[src/design/id_pkg.sv]
`default_nettype none

package id_pkg;

	//////////////////////////////
	// widths and fixed values
	//////////////////////////////
	localparam int WORD_W    = 64;
	localparam int INST_W    = 32;
	localparam int REG_IDX_W = 5;
	localparam logic [REG_IDX_W-1:0] ZERO_REG  = 5'd31;    // sink for no writeback
	localparam logic [25:0]          HALT_CODE = 26'h0555; // pal function for halt

	// group opcodes
	localparam logic [5:0] OP_PAL  = 6'h00;
	localparam logic [5:0] OP_INTA = 6'h10;
	localparam logic [5:0] OP_INTL = 6'h11;
	localparam logic [5:0] OP_INTS = 6'h12;
	localparam logic [5:0] OP_INTM = 6'h13;
	localparam logic [5:0] OP_ITFP = 6'h14;
	localparam logic [5:0] OP_FLTV = 6'h15;
	localparam logic [5:0] OP_FLTI = 6'h16;
	localparam logic [5:0] OP_FLTL = 6'h17;
	localparam logic [5:0] OP_MISC = 6'h18;
	localparam logic [5:0] OP_JSR  = 6'h1a;
	localparam logic [5:0] OP_FTPI = 6'h1c;

	// memory and branch opcodes
	localparam logic [5:0] OP_LDA  = 6'h08;
	localparam logic [5:0] OP_LDQ  = 6'h29;
	localparam logic [5:0] OP_STQ  = 6'h2d;
	localparam logic [5:0] OP_BR   = 6'h30;
	localparam logic [5:0] OP_FBEQ = 6'h31;
	localparam logic [5:0] OP_FBLT = 6'h32;
	localparam logic [5:0] OP_FBLE = 6'h33;
	localparam logic [5:0] OP_BSR  = 6'h34;
	localparam logic [5:0] OP_FBNE = 6'h35;
	localparam logic [5:0] OP_FBGE = 6'h36;
	localparam logic [5:0] OP_FBGT = 6'h37;

	// operate func7 codes, shared between groups
	localparam logic [6:0] FN_CMPULT = 7'h1d;
	localparam logic [6:0] FN_ADDQ   = 7'h20;
	localparam logic [6:0] FN_SUBQ   = 7'h29;
	localparam logic [6:0] FN_CMPEQ  = 7'h2d;
	localparam logic [6:0] FN_CMPULE = 7'h3d;
	localparam logic [6:0] FN_CMPLT  = 7'h4d;
	localparam logic [6:0] FN_CMPLE  = 7'h6d;
	localparam logic [6:0] FN_AND    = 7'h00;
	localparam logic [6:0] FN_BIC    = 7'h08;
	localparam logic [6:0] FN_BIS    = 7'h20;
	localparam logic [6:0] FN_ORNOT  = 7'h28;
	localparam logic [6:0] FN_XOR    = 7'h40;
	localparam logic [6:0] FN_EQV    = 7'h48;
	localparam logic [6:0] FN_SRL    = 7'h34;
	localparam logic [6:0] FN_SLL    = 7'h39;
	localparam logic [6:0] FN_SRA    = 7'h3c;
	localparam logic [6:0] FN_MULQ   = 7'h20;

	//////////////////////////////
	// enums
	//////////////////////////////
	typedef enum logic [4:0] {
		alu_addq, alu_subq, alu_cmpeq, alu_cmplt, alu_cmple, alu_cmpult, alu_cmpule,
		alu_and, alu_bic, alu_bis, alu_ornot, alu_xor, alu_eqv,
		alu_srl, alu_sll, alu_sra, alu_mulq
	} alu_func_e;

	typedef enum logic [1:0] {opa_rega, opa_mem_disp, opa_npc, opa_not3} opa_sel_e;
	typedef enum logic [1:0] {opb_regb, opb_alu_imm, opb_br_disp} opb_sel_e;
	typedef enum logic [1:0] {dest_regc, dest_rega, dest_none} dest_sel_e;
	typedef enum logic [1:0] {fu_adder, fu_multiplier, fu_memory} fu_sel_e;

	//////////////////////////////
	// instruction word views
	//////////////////////////////
	typedef struct packed {
		logic [5:0]           opcode;
		logic [REG_IDX_W-1:0] ra;
		logic [REG_IDX_W-1:0] rb;
		logic [15:0]          disp16;
	} mem_fmt_t;

	typedef struct packed {
		logic [REG_IDX_W-1:0] rb;
		logic [2:0]           sbz; // should be zero in reg form
	} opb_reg_t;

	// bits 20..13 are rb or an 8 bit literal, picked by is_lit
	typedef union packed {
		opb_reg_t   r;
		logic [7:0] lit8;
	} opb_src_u;

	typedef struct packed {
		logic [5:0]           opcode;
		logic [REG_IDX_W-1:0] ra;
		opb_src_u             src;
		logic                 is_lit;
		logic [6:0]           func7;
		logic [REG_IDX_W-1:0] rc;
	} op_fmt_t;

	typedef struct packed {
		logic [5:0]           opcode;
		logic [REG_IDX_W-1:0] ra;
		logic [20:0]          disp21; // word offset
	} br_fmt_t;

	typedef union packed {
		mem_fmt_t mem;
		op_fmt_t  op;
		br_fmt_t  br;
	} inst_u;

	//////////////////////////////
	// lane bundles
	//////////////////////////////
	typedef struct packed {
		inst_u             inst;
		logic              valid;
		logic [WORD_W-1:0] npc;
	} id_in_t;

	typedef struct packed {
		opa_sel_e  opa_sel;
		opb_sel_e  opb_sel;
		dest_sel_e dest_sel;
		alu_func_e alu_func;
		fu_sel_e   fu_sel;
		logic      rd_mem;
		logic      wr_mem;
		logic      cond_br;
		logic      uncond_br;
		logic      halt;
		logic      illegal;
		logic      valid_inst;
	} dec_ctl_t;

	typedef struct packed {
		logic [WORD_W-1:0]    opa;
		logic [WORD_W-1:0]    opb;
		logic                 opa_is_value; // low means opa holds a reg tag
		logic                 opb_is_value;
		logic [REG_IDX_W-1:0] dest_idx;
		logic [REG_IDX_W-1:0] rega_idx;
		alu_func_e            alu_func;
		fu_sel_e              fu_sel;
		logic                 rd_mem;
		logic                 wr_mem;
		logic                 cond_br;
		logic                 uncond_br;
		logic                 halt;
		logic                 illegal;
		logic                 valid_inst;
	} id_lane_t;

endpackage

`default_nettype wire

[src/design/id_pipe_reg.sv]
`timescale 1ns/1ps
`default_nettype none

module id_pipe_reg (
	input  logic             clock,
	input  logic             rst_n,
	input  logic             in_valid,
	output logic             in_ready,
	input  id_pkg::id_lane_t in_lane1,
	input  id_pkg::id_lane_t in_lane2,
	output logic             out_valid,
	input  logic             out_ready,
	output id_pkg::id_lane_t out_lane1,
	output id_pkg::id_lane_t out_lane2
);

	logic load; // accepted transfer this edge

	// room when empty or being drained now
	assign in_ready = ~out_valid | out_ready;
	assign load     = in_valid & in_ready;

	//////////////////////////////
	// occupancy
	//////////////////////////////
	always_ff @(posedge clock) begin
		if (!rst_n) begin
			out_valid <= 1'b0;
		end else if (in_ready) begin
			out_valid <= in_valid; // refill, or empty out on drain
		end
	end

	// bundle payload, held while stalled
	always_ff @(posedge clock) begin
		if (load) begin
			out_lane1 <= in_lane1;
			out_lane2 <= in_lane2;
		end
	end

endmodule

`default_nettype wire

[src/design/id_stage.sv]
`timescale 1ns/1ps
`default_nettype none

module id_stage (
	input  logic             clock,
	input  logic             rst_n,
	input  logic             in_valid,  // from fetch
	output logic             in_ready,
	input  id_pkg::id_in_t   in_lane1,  // older instruction
	input  id_pkg::id_in_t   in_lane2,
	output logic             out_valid, // to rename
	input  logic             out_ready,
	output id_pkg::id_lane_t out_lane1,
	output id_pkg::id_lane_t out_lane2
);
	import id_pkg::*;

	dec_ctl_t ctl1, ctl2;
	id_lane_t res1, res2; // unregistered lane results

	//////////////////////////////
	// lane 1
	//////////////////////////////
	inst_decoder u_dec1 (
		.inst     (in_lane1.inst),
		.valid_in (in_lane1.valid),
		.ctl      (ctl1)
	);

	operand_select u_opsel1 (
		.lane_in  (in_lane1),
		.ctl      (ctl1),
		.lane_out (res1)
	);

	//////////////////////////////
	// lane 2
	//////////////////////////////
	inst_decoder u_dec2 (
		.inst     (in_lane2.inst),
		.valid_in (in_lane2.valid),
		.ctl      (ctl2)
	);

	operand_select u_opsel2 (
		.lane_in  (in_lane2),
		.ctl      (ctl2),
		.lane_out (res2)
	);

	// one cycle output stage
	id_pipe_reg u_pipe (
		.clock     (clock),
		.rst_n     (rst_n),
		.in_valid  (in_valid),
		.in_ready  (in_ready),
		.in_lane1  (res1),
		.in_lane2  (res2),
		.out_valid (out_valid),
		.out_ready (out_ready),
		.out_lane1 (out_lane1),
		.out_lane2 (out_lane2)
	);

endmodule

`default_nettype wire

[src/design/inst_decoder.sv]
`timescale 1ns/1ps
`default_nettype none

module inst_decoder (
	input  id_pkg::inst_u    inst,
	input  logic             valid_in, // low gives the noop result
	output id_pkg::dec_ctl_t ctl
);
	import id_pkg::*;

	logic [5:0] opcode;
	logic [2:0] op_class; // top three opcode bits
	logic [6:0] func7;

	assign opcode   = inst.mem.opcode;
	assign op_class = opcode[5:3];
	assign func7    = inst.op.func7;

	always_comb begin
		// noop defaults
		ctl.opa_sel   = opa_rega;
		ctl.opb_sel   = opb_regb;
		ctl.dest_sel  = dest_none;
		ctl.alu_func  = alu_addq;
		ctl.fu_sel    = fu_adder;
		ctl.rd_mem    = 1'b0;
		ctl.wr_mem    = 1'b0;
		ctl.cond_br   = 1'b0;
		ctl.uncond_br = 1'b0;
		ctl.halt      = 1'b0;
		ctl.illegal   = 1'b0;
		if (valid_in) begin
			case (op_class)
				3'd0: begin // pal only
					if (opcode == OP_PAL && inst[25:0] == HALT_CODE)
						ctl.halt = 1'b1;
					else
						ctl.illegal = 1'b1;
				end
				3'd2: begin // integer operate and fp groups
					ctl.opb_sel  = inst.op.is_lit ? opb_alu_imm : opb_regb;
					ctl.dest_sel = dest_regc;
					case (opcode)
						OP_INTA: case (func7)
							FN_CMPULT: ctl.alu_func = alu_cmpult;
							FN_ADDQ:   ctl.alu_func = alu_addq;
							FN_SUBQ:   ctl.alu_func = alu_subq;
							FN_CMPEQ:  ctl.alu_func = alu_cmpeq;
							FN_CMPULE: ctl.alu_func = alu_cmpule;
							FN_CMPLT:  ctl.alu_func = alu_cmplt;
							FN_CMPLE:  ctl.alu_func = alu_cmple;
							default:   ctl.illegal  = 1'b1;
						endcase
						OP_INTL: case (func7)
							FN_AND:   ctl.alu_func = alu_and;
							FN_BIC:   ctl.alu_func = alu_bic;
							FN_BIS:   ctl.alu_func = alu_bis;
							FN_ORNOT: ctl.alu_func = alu_ornot;
							FN_XOR:   ctl.alu_func = alu_xor;
							FN_EQV:   ctl.alu_func = alu_eqv;
							default:  ctl.illegal  = 1'b1;
						endcase
						OP_INTS: case (func7)
							FN_SRL:  ctl.alu_func = alu_srl;
							FN_SLL:  ctl.alu_func = alu_sll;
							FN_SRA:  ctl.alu_func = alu_sra;
							default: ctl.illegal  = 1'b1;
						endcase
						OP_INTM: begin
							if (func7 == FN_MULQ)
								ctl.alu_func = alu_mulq;
							else
								ctl.illegal = 1'b1;
						end
						OP_ITFP, OP_FLTV, OP_FLTI, OP_FLTL: ctl.illegal = 1'b1; // no fp
						default: ctl.illegal = 1'b1;
					endcase
				end
				3'd3: begin
					case (opcode)
						OP_JSR: begin // jmp/jsr/ret/jsr_co all alike
							ctl.opa_sel   = opa_not3;
							ctl.alu_func  = alu_and; // word-align the target
							ctl.dest_sel  = dest_rega;
							ctl.uncond_br = 1'b1;
						end
						OP_MISC, OP_FTPI: ctl.illegal = 1'b1;
						default:          ctl.illegal = 1'b1;
					endcase
				end
				3'd1, 3'd4, 3'd5: begin // memory, address = disp + rb
					ctl.opa_sel  = opa_mem_disp;
					ctl.dest_sel = dest_rega;
					case (opcode)
						OP_LDA: ; // address only
						OP_LDQ: ctl.rd_mem = 1'b1;
						OP_STQ: begin
							ctl.wr_mem   = 1'b1;
							ctl.dest_sel = dest_none;
						end
						default: ctl.illegal = 1'b1;
					endcase
				end
				default: begin // classes 6 and 7, branches
					ctl.opa_sel = opa_npc;
					ctl.opb_sel = opb_br_disp;
					case (opcode)
						OP_FBEQ, OP_FBLT, OP_FBLE,
						OP_FBNE, OP_FBGE, OP_FBGT: ctl.illegal = 1'b1;
						OP_BR, OP_BSR: begin
							ctl.dest_sel  = dest_rega; // link reg
							ctl.uncond_br = 1'b1;
						end
						default: ctl.cond_br = 1'b1; // integer conditionals
					endcase
				end
			endcase
			// unit select follows the class, mulq overrides
			if (op_class == 3'd1 || op_class == 3'd4 || op_class == 3'd5)
				ctl.fu_sel = fu_memory;
			else if (ctl.alu_func == alu_mulq)
				ctl.fu_sel = fu_multiplier;
		end
		ctl.valid_inst = valid_in & ~ctl.illegal;
	end

endmodule

`default_nettype wire

[src/design/operand_select.sv]
`timescale 1ns/1ps
`default_nettype none

module operand_select (
	input  id_pkg::id_in_t   lane_in,
	input  id_pkg::dec_ctl_t ctl,
	output id_pkg::id_lane_t lane_out
);
	import id_pkg::*;

	logic [WORD_W-1:0]    mem_disp;
	logic [WORD_W-1:0]    br_disp;
	logic [WORD_W-1:0]    alu_imm;
	logic [REG_IDX_W-1:0] ra, rb, rc;

	//////////////////////////////
	// immediates
	//////////////////////////////
	assign mem_disp = {{(WORD_W-16){lane_in.inst.mem.disp16[15]}}, lane_in.inst.mem.disp16};
	assign br_disp  = {{(WORD_W-23){lane_in.inst.br.disp21[20]}}, lane_in.inst.br.disp21, 2'b00};
	assign alu_imm  = {{(WORD_W-8){1'b0}}, lane_in.inst.op.src.lit8}; // zero-ext literal

	assign ra = lane_in.inst.mem.ra;
	assign rb = lane_in.inst.mem.rb; // same bits in every format
	assign rc = lane_in.inst.op.rc;

	always_comb begin
		// opa mux
		lane_out.opa_is_value = 1'b1;
		case (ctl.opa_sel)
			opa_mem_disp: lane_out.opa = mem_disp;
			opa_npc:      lane_out.opa = lane_in.npc;
			opa_not3:     lane_out.opa = {{(WORD_W-2){1'b1}}, 2'b00}; // align mask
			default: begin // reg tag
				lane_out.opa          = {{(WORD_W-REG_IDX_W){1'b0}}, ra};
				lane_out.opa_is_value = 1'b0;
			end
		endcase

		// opb mux
		lane_out.opb_is_value = 1'b1;
		case (ctl.opb_sel)
			opb_alu_imm: lane_out.opb = alu_imm;
			opb_br_disp: lane_out.opb = br_disp;
			default: begin
				lane_out.opb          = {{(WORD_W-REG_IDX_W){1'b0}}, rb};
				lane_out.opb_is_value = 1'b0;
			end
		endcase

		case (ctl.dest_sel)
			dest_regc: lane_out.dest_idx = rc;
			dest_rega: lane_out.dest_idx = ra;
			default:   lane_out.dest_idx = ZERO_REG; // no writeback
		endcase

		lane_out.rega_idx   = ra; // travels on for rename
		lane_out.alu_func   = ctl.alu_func;
		lane_out.fu_sel     = ctl.fu_sel;
		lane_out.rd_mem     = ctl.rd_mem;
		lane_out.wr_mem     = ctl.wr_mem;
		lane_out.cond_br    = ctl.cond_br;
		lane_out.uncond_br  = ctl.uncond_br;
		lane_out.halt       = ctl.halt;
		lane_out.illegal    = ctl.illegal;
		lane_out.valid_inst = ctl.valid_inst;
	end

endmodule

`default_nettype wire

[config.mk]
export PLATFORM = sky130hd
export DESIGN_NAME = id_stage
export DESIGN_NICKNAME = d
export VERILOG_FILES = /design/src/design/id_pkg.sv /design/src/design/id_pipe_reg.sv /design/src/design/id_stage.sv /design/src/design/inst_decoder.sv /design/src/design/operand_select.sv
export SDC_FILE = /design/constraint.sdc
export NUM_CORES = 1
export LEC_CHECK = 0
export BUFFER_PORTS_ARGS = -buffer_cell sky130_fd_sc_hd__buf_2
export CAP_MARGIN = 20
export CORE_AREA = 5 5 195 197
export CTS_CLUSTER_DIAMETER = 150
export DETAILED_ROUTE_END_ITERATION = 7
export DIE_AREA = 0 0 200 202
export HOLD_SLACK_MARGIN = 0.08
export REMOVE_ABC_BUFFERS = 1
export SYNTH_ARGS = -nofsm -noshare
export SYNTH_HDL_FRONTEND = slang
export SYNTH_SLANG_ARGS = --single-unit
[constraint.sdc]
create_clock -name clock -period 11.3 [get_ports clock]
set_input_delay 1.13 -clock clock [delete_from_list [all_inputs] [get_ports clock]]
set_output_delay 1.13 -clock clock [all_outputs]
set_load 0.005 [all_outputs]
Word level (Yosys, flattened, before mapping)
Index checks and enable logic that the tools add are counted.
W data, S select, Z words.
{"block": "totals", "output_inout_bits": 310, "reg_bits": 309, "elab_cells": 264, "inputBits": 198}
{"block": "classes", "mux": 86, "n_bitwise": 9, "n_eq_ne": 86, "reduce_logical": 50}
{"operator": "$pmux W64 S3", "count": 2}
{"operator": "$pmux W64 S2", "count": 2}
{"operator": "$eq A6 B6 Y1 const B", "count": 20}
{"operator": "$eq A7 B6 Y1 const B", "count": 16}
{"operator": "$eq A6 B5 Y1 const B", "count": 10}
{"operator": "$eq A7 B7 Y1 const B", "count": 8}
{"operator": "$eq A26 B11 Y1 const B", "count": 2}
{"operator": "$pmux W4 S6", "count": 2}
{"operator": "$mux W1", "count": 40}
{"operator": "$pmux W5 S2", "count": 4}
{"operator": "$pmux W5 S4", "count": 2}
{"operator": "$mux W19", "count": 2}
{"operator": "$pmux W3 S6", "count": 2}
{"operator": "$reduce_or A6 Y1", "count": 6}
{"operator": "$reduce_or A7 Y1", "count": 4}
{"operator": "$pmux W4 S3", "count": 2}
{"operator": "$reduce_or A3 Y1", "count": 8}
{"operator": "$mux W2", "count": 10}
{"operator": "$mux W5", "count": 4}
{"operator": "$reduce_or A5 Y1", "count": 4}
{"operator": "$pmux W1 S4", "count": 4}
{"operator": "$pmux W2 S4", "count": 2}
{"operator": "$reduce_or A2 Y1", "count": 8}
{"operator": "$reduce_or A8 Y1", "count": 2}
{"operator": "23 further kinds", "count": 65}

Logic depth before layout (Yosys ltp)
Gate-level depths: netlist (run 1).
{"block": "depth", "word_depth": 12, "depth_mapped": 10}

Cells and area by module
Synthesis (run 1) repeated with hierarchy kept, for this count alone.
{"block": "hier_totals", "cells_unflattened": 1103, "hier_area_um2": 13924.6}
{"module": "id_pipe_reg", "cells_each": 313, "instances": 1, "area_per_inst_um2": 9306.4, "seq_area_each_um2": 9268.9}
{"module": "operand_select at u_opsel2", "cells_each": 274, "instances": 1, "area_per_inst_um2": 1547.7, "seq_area_each_um2": 0.0}
{"module": "inst_decoder", "cells_each": 121, "instances": 2, "area_per_inst_um2": 770.7, "seq_area_each_um2": 0.0}
{"module": "operand_select at u_opsel1", "cells_each": 274, "instances": 1, "area_per_inst_um2": 1529.0, "seq_area_each_um2": 0.0}

Least setup slack after synthesis (run 1)
Ideal clock, no wire load.
{"block": "synth_path", "path_kind": "input to register", "from": "input out_ready", "to": "register, netlist name u_pipe.out_lane1[0]", "path_stages": 2, "t_required_ps": 10685, "t_arrival_ps": 6431, "slack_ps": 4254, "setup_ps": 615, "path_buffers": 0, "cell_sequence": "nand2b_1 > and2_1"}
{"block": "synth_between", "elab_chain_len": 2}
{"element": "start, declared", "line_no": "id_stage.sv:12", "rtl": "input logic out_ready,"}
{"element": "$or A1 B1 Y1", "line_no": "id_pipe_reg.sv:20", "rtl": "assign in_ready = ~out_valid | out_ready;"}
{"element": "$and A1 B1 Y1", "line_no": "id_pipe_reg.sv:21", "rtl": "assign load = in_valid & in_ready;"}
{"element": "named net u_pipe.load", "line_no": "id_pipe_reg.sv:17", "rtl": "logic load;"}
The timed path passes the listed nets, and every way through them passes these cells.
A chain may end at the register's enable or synchronous reset.

==> reports/results.txt, run 1 <==
RSZ-0062 raised after global routing: no
Post-DP HPWL: 26.9 mm
Mux share of post-synthesis cell area: 1.02%
FFs w/ async S/R, synth: 0%
Largest family of logic cells by synthesized area: compound AO/OA/AOI/OAI gates
Global-route wire length before repair: 52.7 mm
Resize count post-CTS: 0
Post-synthesis cell area: 0.0111 mm²
Placed Instances: 1734
Post-synthesis compound-gate area fraction: 14.1%
Sequential element share of the synthesized area: 61.5%
Worst r2r src: u_pipe.out_valid
LEAKAGE: 6.74 nW
Largest net degree at the start of global routing: 83
Layout area overhead: 28.8%
Hold Slack: 0.541 ns
DR WL/cell: 20.4 µm
CTS Buf Count: 26
Max Slew Vio Count: 0
Crit path cell chain: buf_2, nand3_1, inv_2, ha_1, a22oi_1, o21ai_0
Worst stage delay on the critical path: 0.75 ns
Vias per cell: 4.91
CP required: 11.66 ns
Worst setup EP type: flop
Unique masters post-synth: 78
Post-CTS Setup Bufs: 0
Gr usage total: 16.6%
Vias in the first global route: 8567
Crit path max fanout: 53
Min-Delay Path Class: reg2reg
Top post-synthesis cells by area: edfxtp_1 61%, a21o_1 6.7%, buf_4 5.6%, nand2_1 2.7%, and2_1 1.9%
Worst R2R Setup Slack: 8.67 ns
Most common cell after layout, fill and taps aside: buf_2
Cells on worst reg2reg path: 3
Setup Skew: 0.0170 ns
Clk sink count: 227
Std-Cell Rows: 70
Clk buf depth: 3
Total Wirelength: 36.4 mm
Final nets: 1497
Die Height: 202 µm
Worst Hold End: u_pipe.out_valid
Critical Path Start Type: primary input
Tcrit/Tclk final: 28.3%
Main synth FF type: edfxtp_1
Min cycle time layout: 3.19 ns
Die area: 0.0404 mm²
CTS root buf: clkbuf_16
1st-pass router iterations: 5
Worst EP arrival: 3.56 ns
1st-iter DRT viols: 646
# IOs: 508
Synth warnings: 0
Port Buf Inserts: 507
Clk slew on worst S/H paths: 0.06 ns
Yosys top cell area share: 61.3%
Via count: 8766
DIE WIDTH: 200 µm
Syn_area_per_cell: 12.3 µm²
Critical path class: in2reg
Starting Density: 30.7%
Syn Inst Count: 899
Most frequent cells in the layout: 507 x buf_2, 226 x edfxtp_1, 99 x a21o_1
Adder-Cell Fraction of Synth Area: 0.452%
Residual DRC: 0
CP top delay family: buffers and inverters
Final hold vios: 0
Hold path startpoint: u_pipe.out_valid
Post-synth top area cell: edfxtp_1
Share of cells above drive strength 1: 44.2%
Reg-to-Reg End: u_pipe.out_lane1[118]
Fill count: 3588
Endpoints failing setup: 0
Worst path slowest cell: inv_2
Core region area: 0.0361 mm²
Post-cts hold buffer count: 0
Register bit total from synthesis: 227
Final ANT Viol Nets: 0
WHS Path Cells: 2
Max cap viols: 0
GRT Residual Overflow: 0
Number of flops mapped to enable cells by yosys: 226
TritonCTS clock tree: built
Antenna violations before repair: 3
Cell Pwr Density: 153 mW/mm²
Setup crit start: in_lane1[95]
H-tree Lvls: 1
Post-Synth Simple-Gate Area: 13.8%
Max IR drop VDD: 0.117 mV
XOR/XNOR Fraction of Synth Area: 0.396%
F_max: 313 MHz
Slew margin rel.: 28.6%
Worst Max-Slew Pin Slew: 1.07 ns
Post-Layout Cell Count: 1785
Clock Latency Late Sink: 0.54 ns
CP bufs+invs: 2
Status: finished clean
Total negative slack: 0 ns
GPL Wtd Cong: 0.830
-- registers in the layout, summed over array words and instances (netlist names) --
register	cells
u_pipe.out_lane1	113
u_pipe.out_lane2	113
u_pipe.out_valid	1
-- kinds of logic (layout without fill, tap and decap cells) --
kind of cell | Yosys count | count (layout)
AND/OR/NAND/NOR | 272 | 272
flip-flops | 227 | 227
AO/OA/AOI/OAI | 221 | 221
buffers and inverters | 159 | 575
multiplexers | 11 | 11
XOR/XNOR | 5 | 5
adder cells (fa/ha/maj) | 4 | 4
other | 0 | 2
-- per-layer routing --
layer	share of wire, %	global-route usage [%]
met5	0	0
met4	2.6	4.97
met3	9.5	3.63
met2	48	27.6
met1	40	21.8
-- cells in the mapped netlist (11+ instances only) --
cell type / count
a21o_1: 99
a21oi_1: 11
a22oi_1: 16
a31oi_1: 11
and2_1: 34
buf_2: 27
buf_4: 83
clkbuf_1: 25
edfxtp_1: 226
inv_1: 11
nand2_1: 80
nand3_1: 13
nor2_1: 52
nor4_1: 12
o21ai_0: 15
o21ai_1: 24
-- stage by stage --
step	worst slack (ns)	utilization (%)	total power, mW	instance area (µm²)
after global routing	7.81	39.5	2.27	14300
final	8.11	39.5	2.18	14300
after floorplan	4.25	-	1.14	10200
after detailed placement	7.57	36.9	1.30	13300
after global placement	7.68	36.9	1.30	13300
after CTS	8.14	39.4	2.20	14200
-- power breakdown --
part | total [mW] | internal [mW] | leakage, nW | switching, mW
sequential | 1.01 | 0.994 | 2.24 | 0.0178
combinational | 0.267 | 0.111 | 4.06 | 0.156
clock | 0.896 | 0.549 | 0.434 | 0.347
-- worst max-delay path by stage --
stage	to	slack [ns]	cells past startpoint
floorplan	u_pipe.out_lane1[0]	4.25	2
global placement	u_pipe.out_lane1[29]	7.68	6
detailed placement	u_pipe.out_lane1[30]	7.57	6
CTS	u_pipe.out_lane1[30]	8.14	6
global route	u_pipe.out_lane1[30]	7.81	6
finish	u_pipe.out_lane1[30]	8.11	6
-- worst reg2reg max path: stages (launching register included) --
cell and delay [ns]:
dfxtp_1 0.31, nand2b_1 0.10, and2_4 0.80, buf_4 0.95
-- layout make-up --
type / count / area, µm² / share of cell area (%)
diodes: 2 / 5.00 / 0.0351
clock buffers: 29 / 683 / 4.79
clock inverters: 19 / 229 / 1.61
inverters: 16 / 60.1 / 0.421
multi-input cells: 513 / 3300 / 23.2
flip-flops and latches: 227 / 6810 / 47.7
well taps: 468 / 586 / 4.11
repair buffers: 511 / 2590 / 18.1
Power figures use the tool's default switching activity.
==> run 2: changes to the inputs <==
==> constraint.sdc (replaced) <==
create_clock -name clock -period 3.2 [get_ports clock]
set_input_delay 0.32 -clock clock [delete_from_list [all_inputs] [get_ports clock]]
set_output_delay 0.32 -clock clock [all_outputs]
set_load 0.005 [all_outputs]
==> run 2 against run 1 <==
Against the previous run: combinational power rose to 4.0 times the previous value; core utilization rose by 3.4 points; register-to-register slack got worse by 7.3 ns; non-clock buffer count rose by 125; clock skew rose by 0.0039 ns; die area did not move; wire length rose by 2.4%; sequential share of layout area fell by 3.7 points; first-iteration DRC count rose by 14%; setup slack got worse by 7.1 ns; sequential power rose to 3.5 times the previous value; largest cell class unchanged.
==> reports/results.txt, run 2 (synthesized netlist as in run 1, its figures left out) <==
Residual DRC: 0 (unchanged)
Crit path max fanout: 4 (was 53)
CTS Buf Count: 26 (unchanged)
GPL Wtd Cong: 0.864 (was 0.830)
LEAKAGE: 7.28 nW (was 6.74 nW)
CP required: 3.47 ns (was 11.66 ns)
Final nets: 1622 (was 1497)
Fin area: 0.0155 mm² (was 0.0143 mm²)
Max Slew Vio Count: 0 (unchanged)
Met2 Use GR: 28.5% (was 27.6%)
Worst Max-Slew Pin Slew: 0.941 ns (was 1.07 ns)
Max cap viols: 0 (unchanged)
1st-iter DRT viols: 739 (was 646)
Share of cells above drive strength 1: 41.5% (was 44.2%)
Placed Instances: 1751 (was 1734)
GRT Residual Overflow: 0 (unchanged)
Max IR drop VDD: 0.428 mV (was 0.117 mV)
Hold Slack: 0.114 ns (was 0.541 ns)
Std-Cell Rows: 70 (unchanged)
Met3 global-route usage: 4.63% (was 3.63%)
TritonCTS clock tree: built (unchanged)
Worst setup EP type: flop (unchanged)
Critical path class: in2reg (unchanged)
Post-CTS Setup Bufs: 0 (unchanged)
Vias in the first global route: 9066 (was 8567)
Layout area overhead: 39.7% (was 28.8%)
Core region area: 0.0361 mm² (unchanged)
Final hold vios: 0 (unchanged)
Grt peak-use layer: met2 (unchanged)
Largest registers: u_pipe.out_lane1 (113), u_pipe.out_lane2 (113), u_pipe.out_valid (1) (unchanged)
Largest net degree at the start of global routing: 53 (was 83)
Vias per cell: 4.86 (was 4.91)
Slew margin rel.: 37.1% (was 28.6%)
Min cycle time layout: 2.23 ns
DIE WIDTH: 200 µm (unchanged)
RSZ-0062 raised after global routing: no (unchanged)
Port Buf Inserts: 507 (unchanged)
CP bufs+invs: 2 (unchanged)
Most common cell after layout, fill and taps aside: buf_2 (unchanged)
Clk sink count: 227 (unchanged)
Total negative slack: 0 ns (unchanged)
Most frequent cells in the layout: 507 x buf_2, 226 x edfxtp_1, 109 x dlygate4sd3_1 (was 507 x buf_2, 226 x edfxtp_1, 99 x a21o_1)
Die Height: 202 µm (unchanged)
F_max: 449 MHz
Endpoints failing setup: 0 (unchanged)
Worst stage delay on the critical path: 0.62 ns (was 0.75 ns)
Starting Density: 30.7% (unchanged)
Pwr Total: 7.81 mW (was 2.18 mW)
Worst EP arrival: 2.49 ns (was 3.56 ns)
Antenna diodes: 0 (was 2)
Worst path slowest cell: nor4b_1 (was inv_2)
Clock Latency Late Sink: 0.54 ns (about the same)
Antenna violations before repair: 0 (was 3)
Status: finished clean (unchanged)
Clk slew on worst S/H paths: 0.06 ns (about the same)
H-tree Lvls: 1 (unchanged)
Via count: 9256 (was 8766)
DR WL/cell: 19.6 µm (was 20.4 µm)
Tcrit/Tclk final: 69.6%
Post-layout worst setup margin: 0.974 ns (was 8.11 ns)
Total Wirelength: 37.3 mm (was 36.4 mm)
DP Worst Slack: 0.731 ns (was 7.57 ns)
Clk buf depth: 3 (unchanged)
CTS root buf: clkbuf_16 (unchanged)
Setup Skew: 0.0209 ns (was 0.0170 ns)
Critical Path Start Type: primary input (unchanged)
Final ANT Viol Nets: 0 (unchanged)
Cell Pwr Density: 505 mW/mm² (was 153 mW/mm²)
Die area: 0.0404 mm² (unchanged)
Util after Layout: 42.9% (was 39.5%)
Min-Delay Path Class: in2reg (was reg2reg)
Post-DP HPWL: 27.2 mm (was 26.9 mm)
# IOs: 508 (unchanged)
Area after DPL: 0.0135 mm² (was 0.0133 mm²)
1st-pass router iterations: 5 (unchanged)
Crit path cell chain: dlygate4sd3_1, buf_2, nor4b_1, nand2_1, o31a_1, nor4_2, nor2b_1 (was buf_2, nand3_1, inv_2, ha_1, a22oi_1, o21ai_0)
Post-Layout Cell Count: 1906 (was 1785)
CP top delay family: simple AND/OR/NAND/NOR gates (was buffers and inverters)
Global-route wire length before repair: 53.8 mm (was 52.7 mm)
Met1 Track Usage GR: 21.1% (was 21.8%)
Gr usage total: 17.0% (was 16.6%)
run 2: cell count changes in the layout (fill, tap and decap cells not counted), moves of 2 or more:
cell,change
clkinvlp_4,-3
diode_2,-2
dlygate4sd3_1,+109
buf_12,+2
clkinv_2,+2
buf_4,+15
run 2: area by class of cell:
cell class                 instances  area (µm²)
fill                            3398       20600
sequential                       227        6810
timing repair buffer             636        3800
multi-input combinational        513        3300
clock buffer                      27         654
tap                              468         586
clock inverter                    19         256
inverter                          16        60.1
run 2: worst paths after layout:
check | startpoint | to | slack, ns | cells after the start
setup / recovery | in_lane1[89] | u_pipe.out_lane1[1] | 0.97 | 7
hold / removal | in_lane2[21] | u_pipe.out_lane2[111] | 0.11 | 2
setup reg to reg | u_pipe.out_valid | u_pipe.out_lane1[136] | 1.41 | 3
hold reg to reg | u_pipe.out_valid | u_pipe.out_lane2[41] | 1.07 | 2
run 2: power by group:
part           internal (mW)  switching, mW  leakage, nW
sequential              3.51         0.0641         2.24
combinational          0.496          0.578         4.60
clock                   1.97           1.20        0.445
run 2: routing by layer:
layer / vias up / wire length (µm)
met3: 75 / 3740
met2: 476 / 17600
met5: - / 0
met4: 0 / 1340
li1: 4298 / -
met1: 4407 / 14600
run 2: repair_timing:
item,in CTS,in global routing
resized for setup,0,0
hold endpoints to repair,108,0
setup endpoints to repair,0,0
hold buffers,109,0
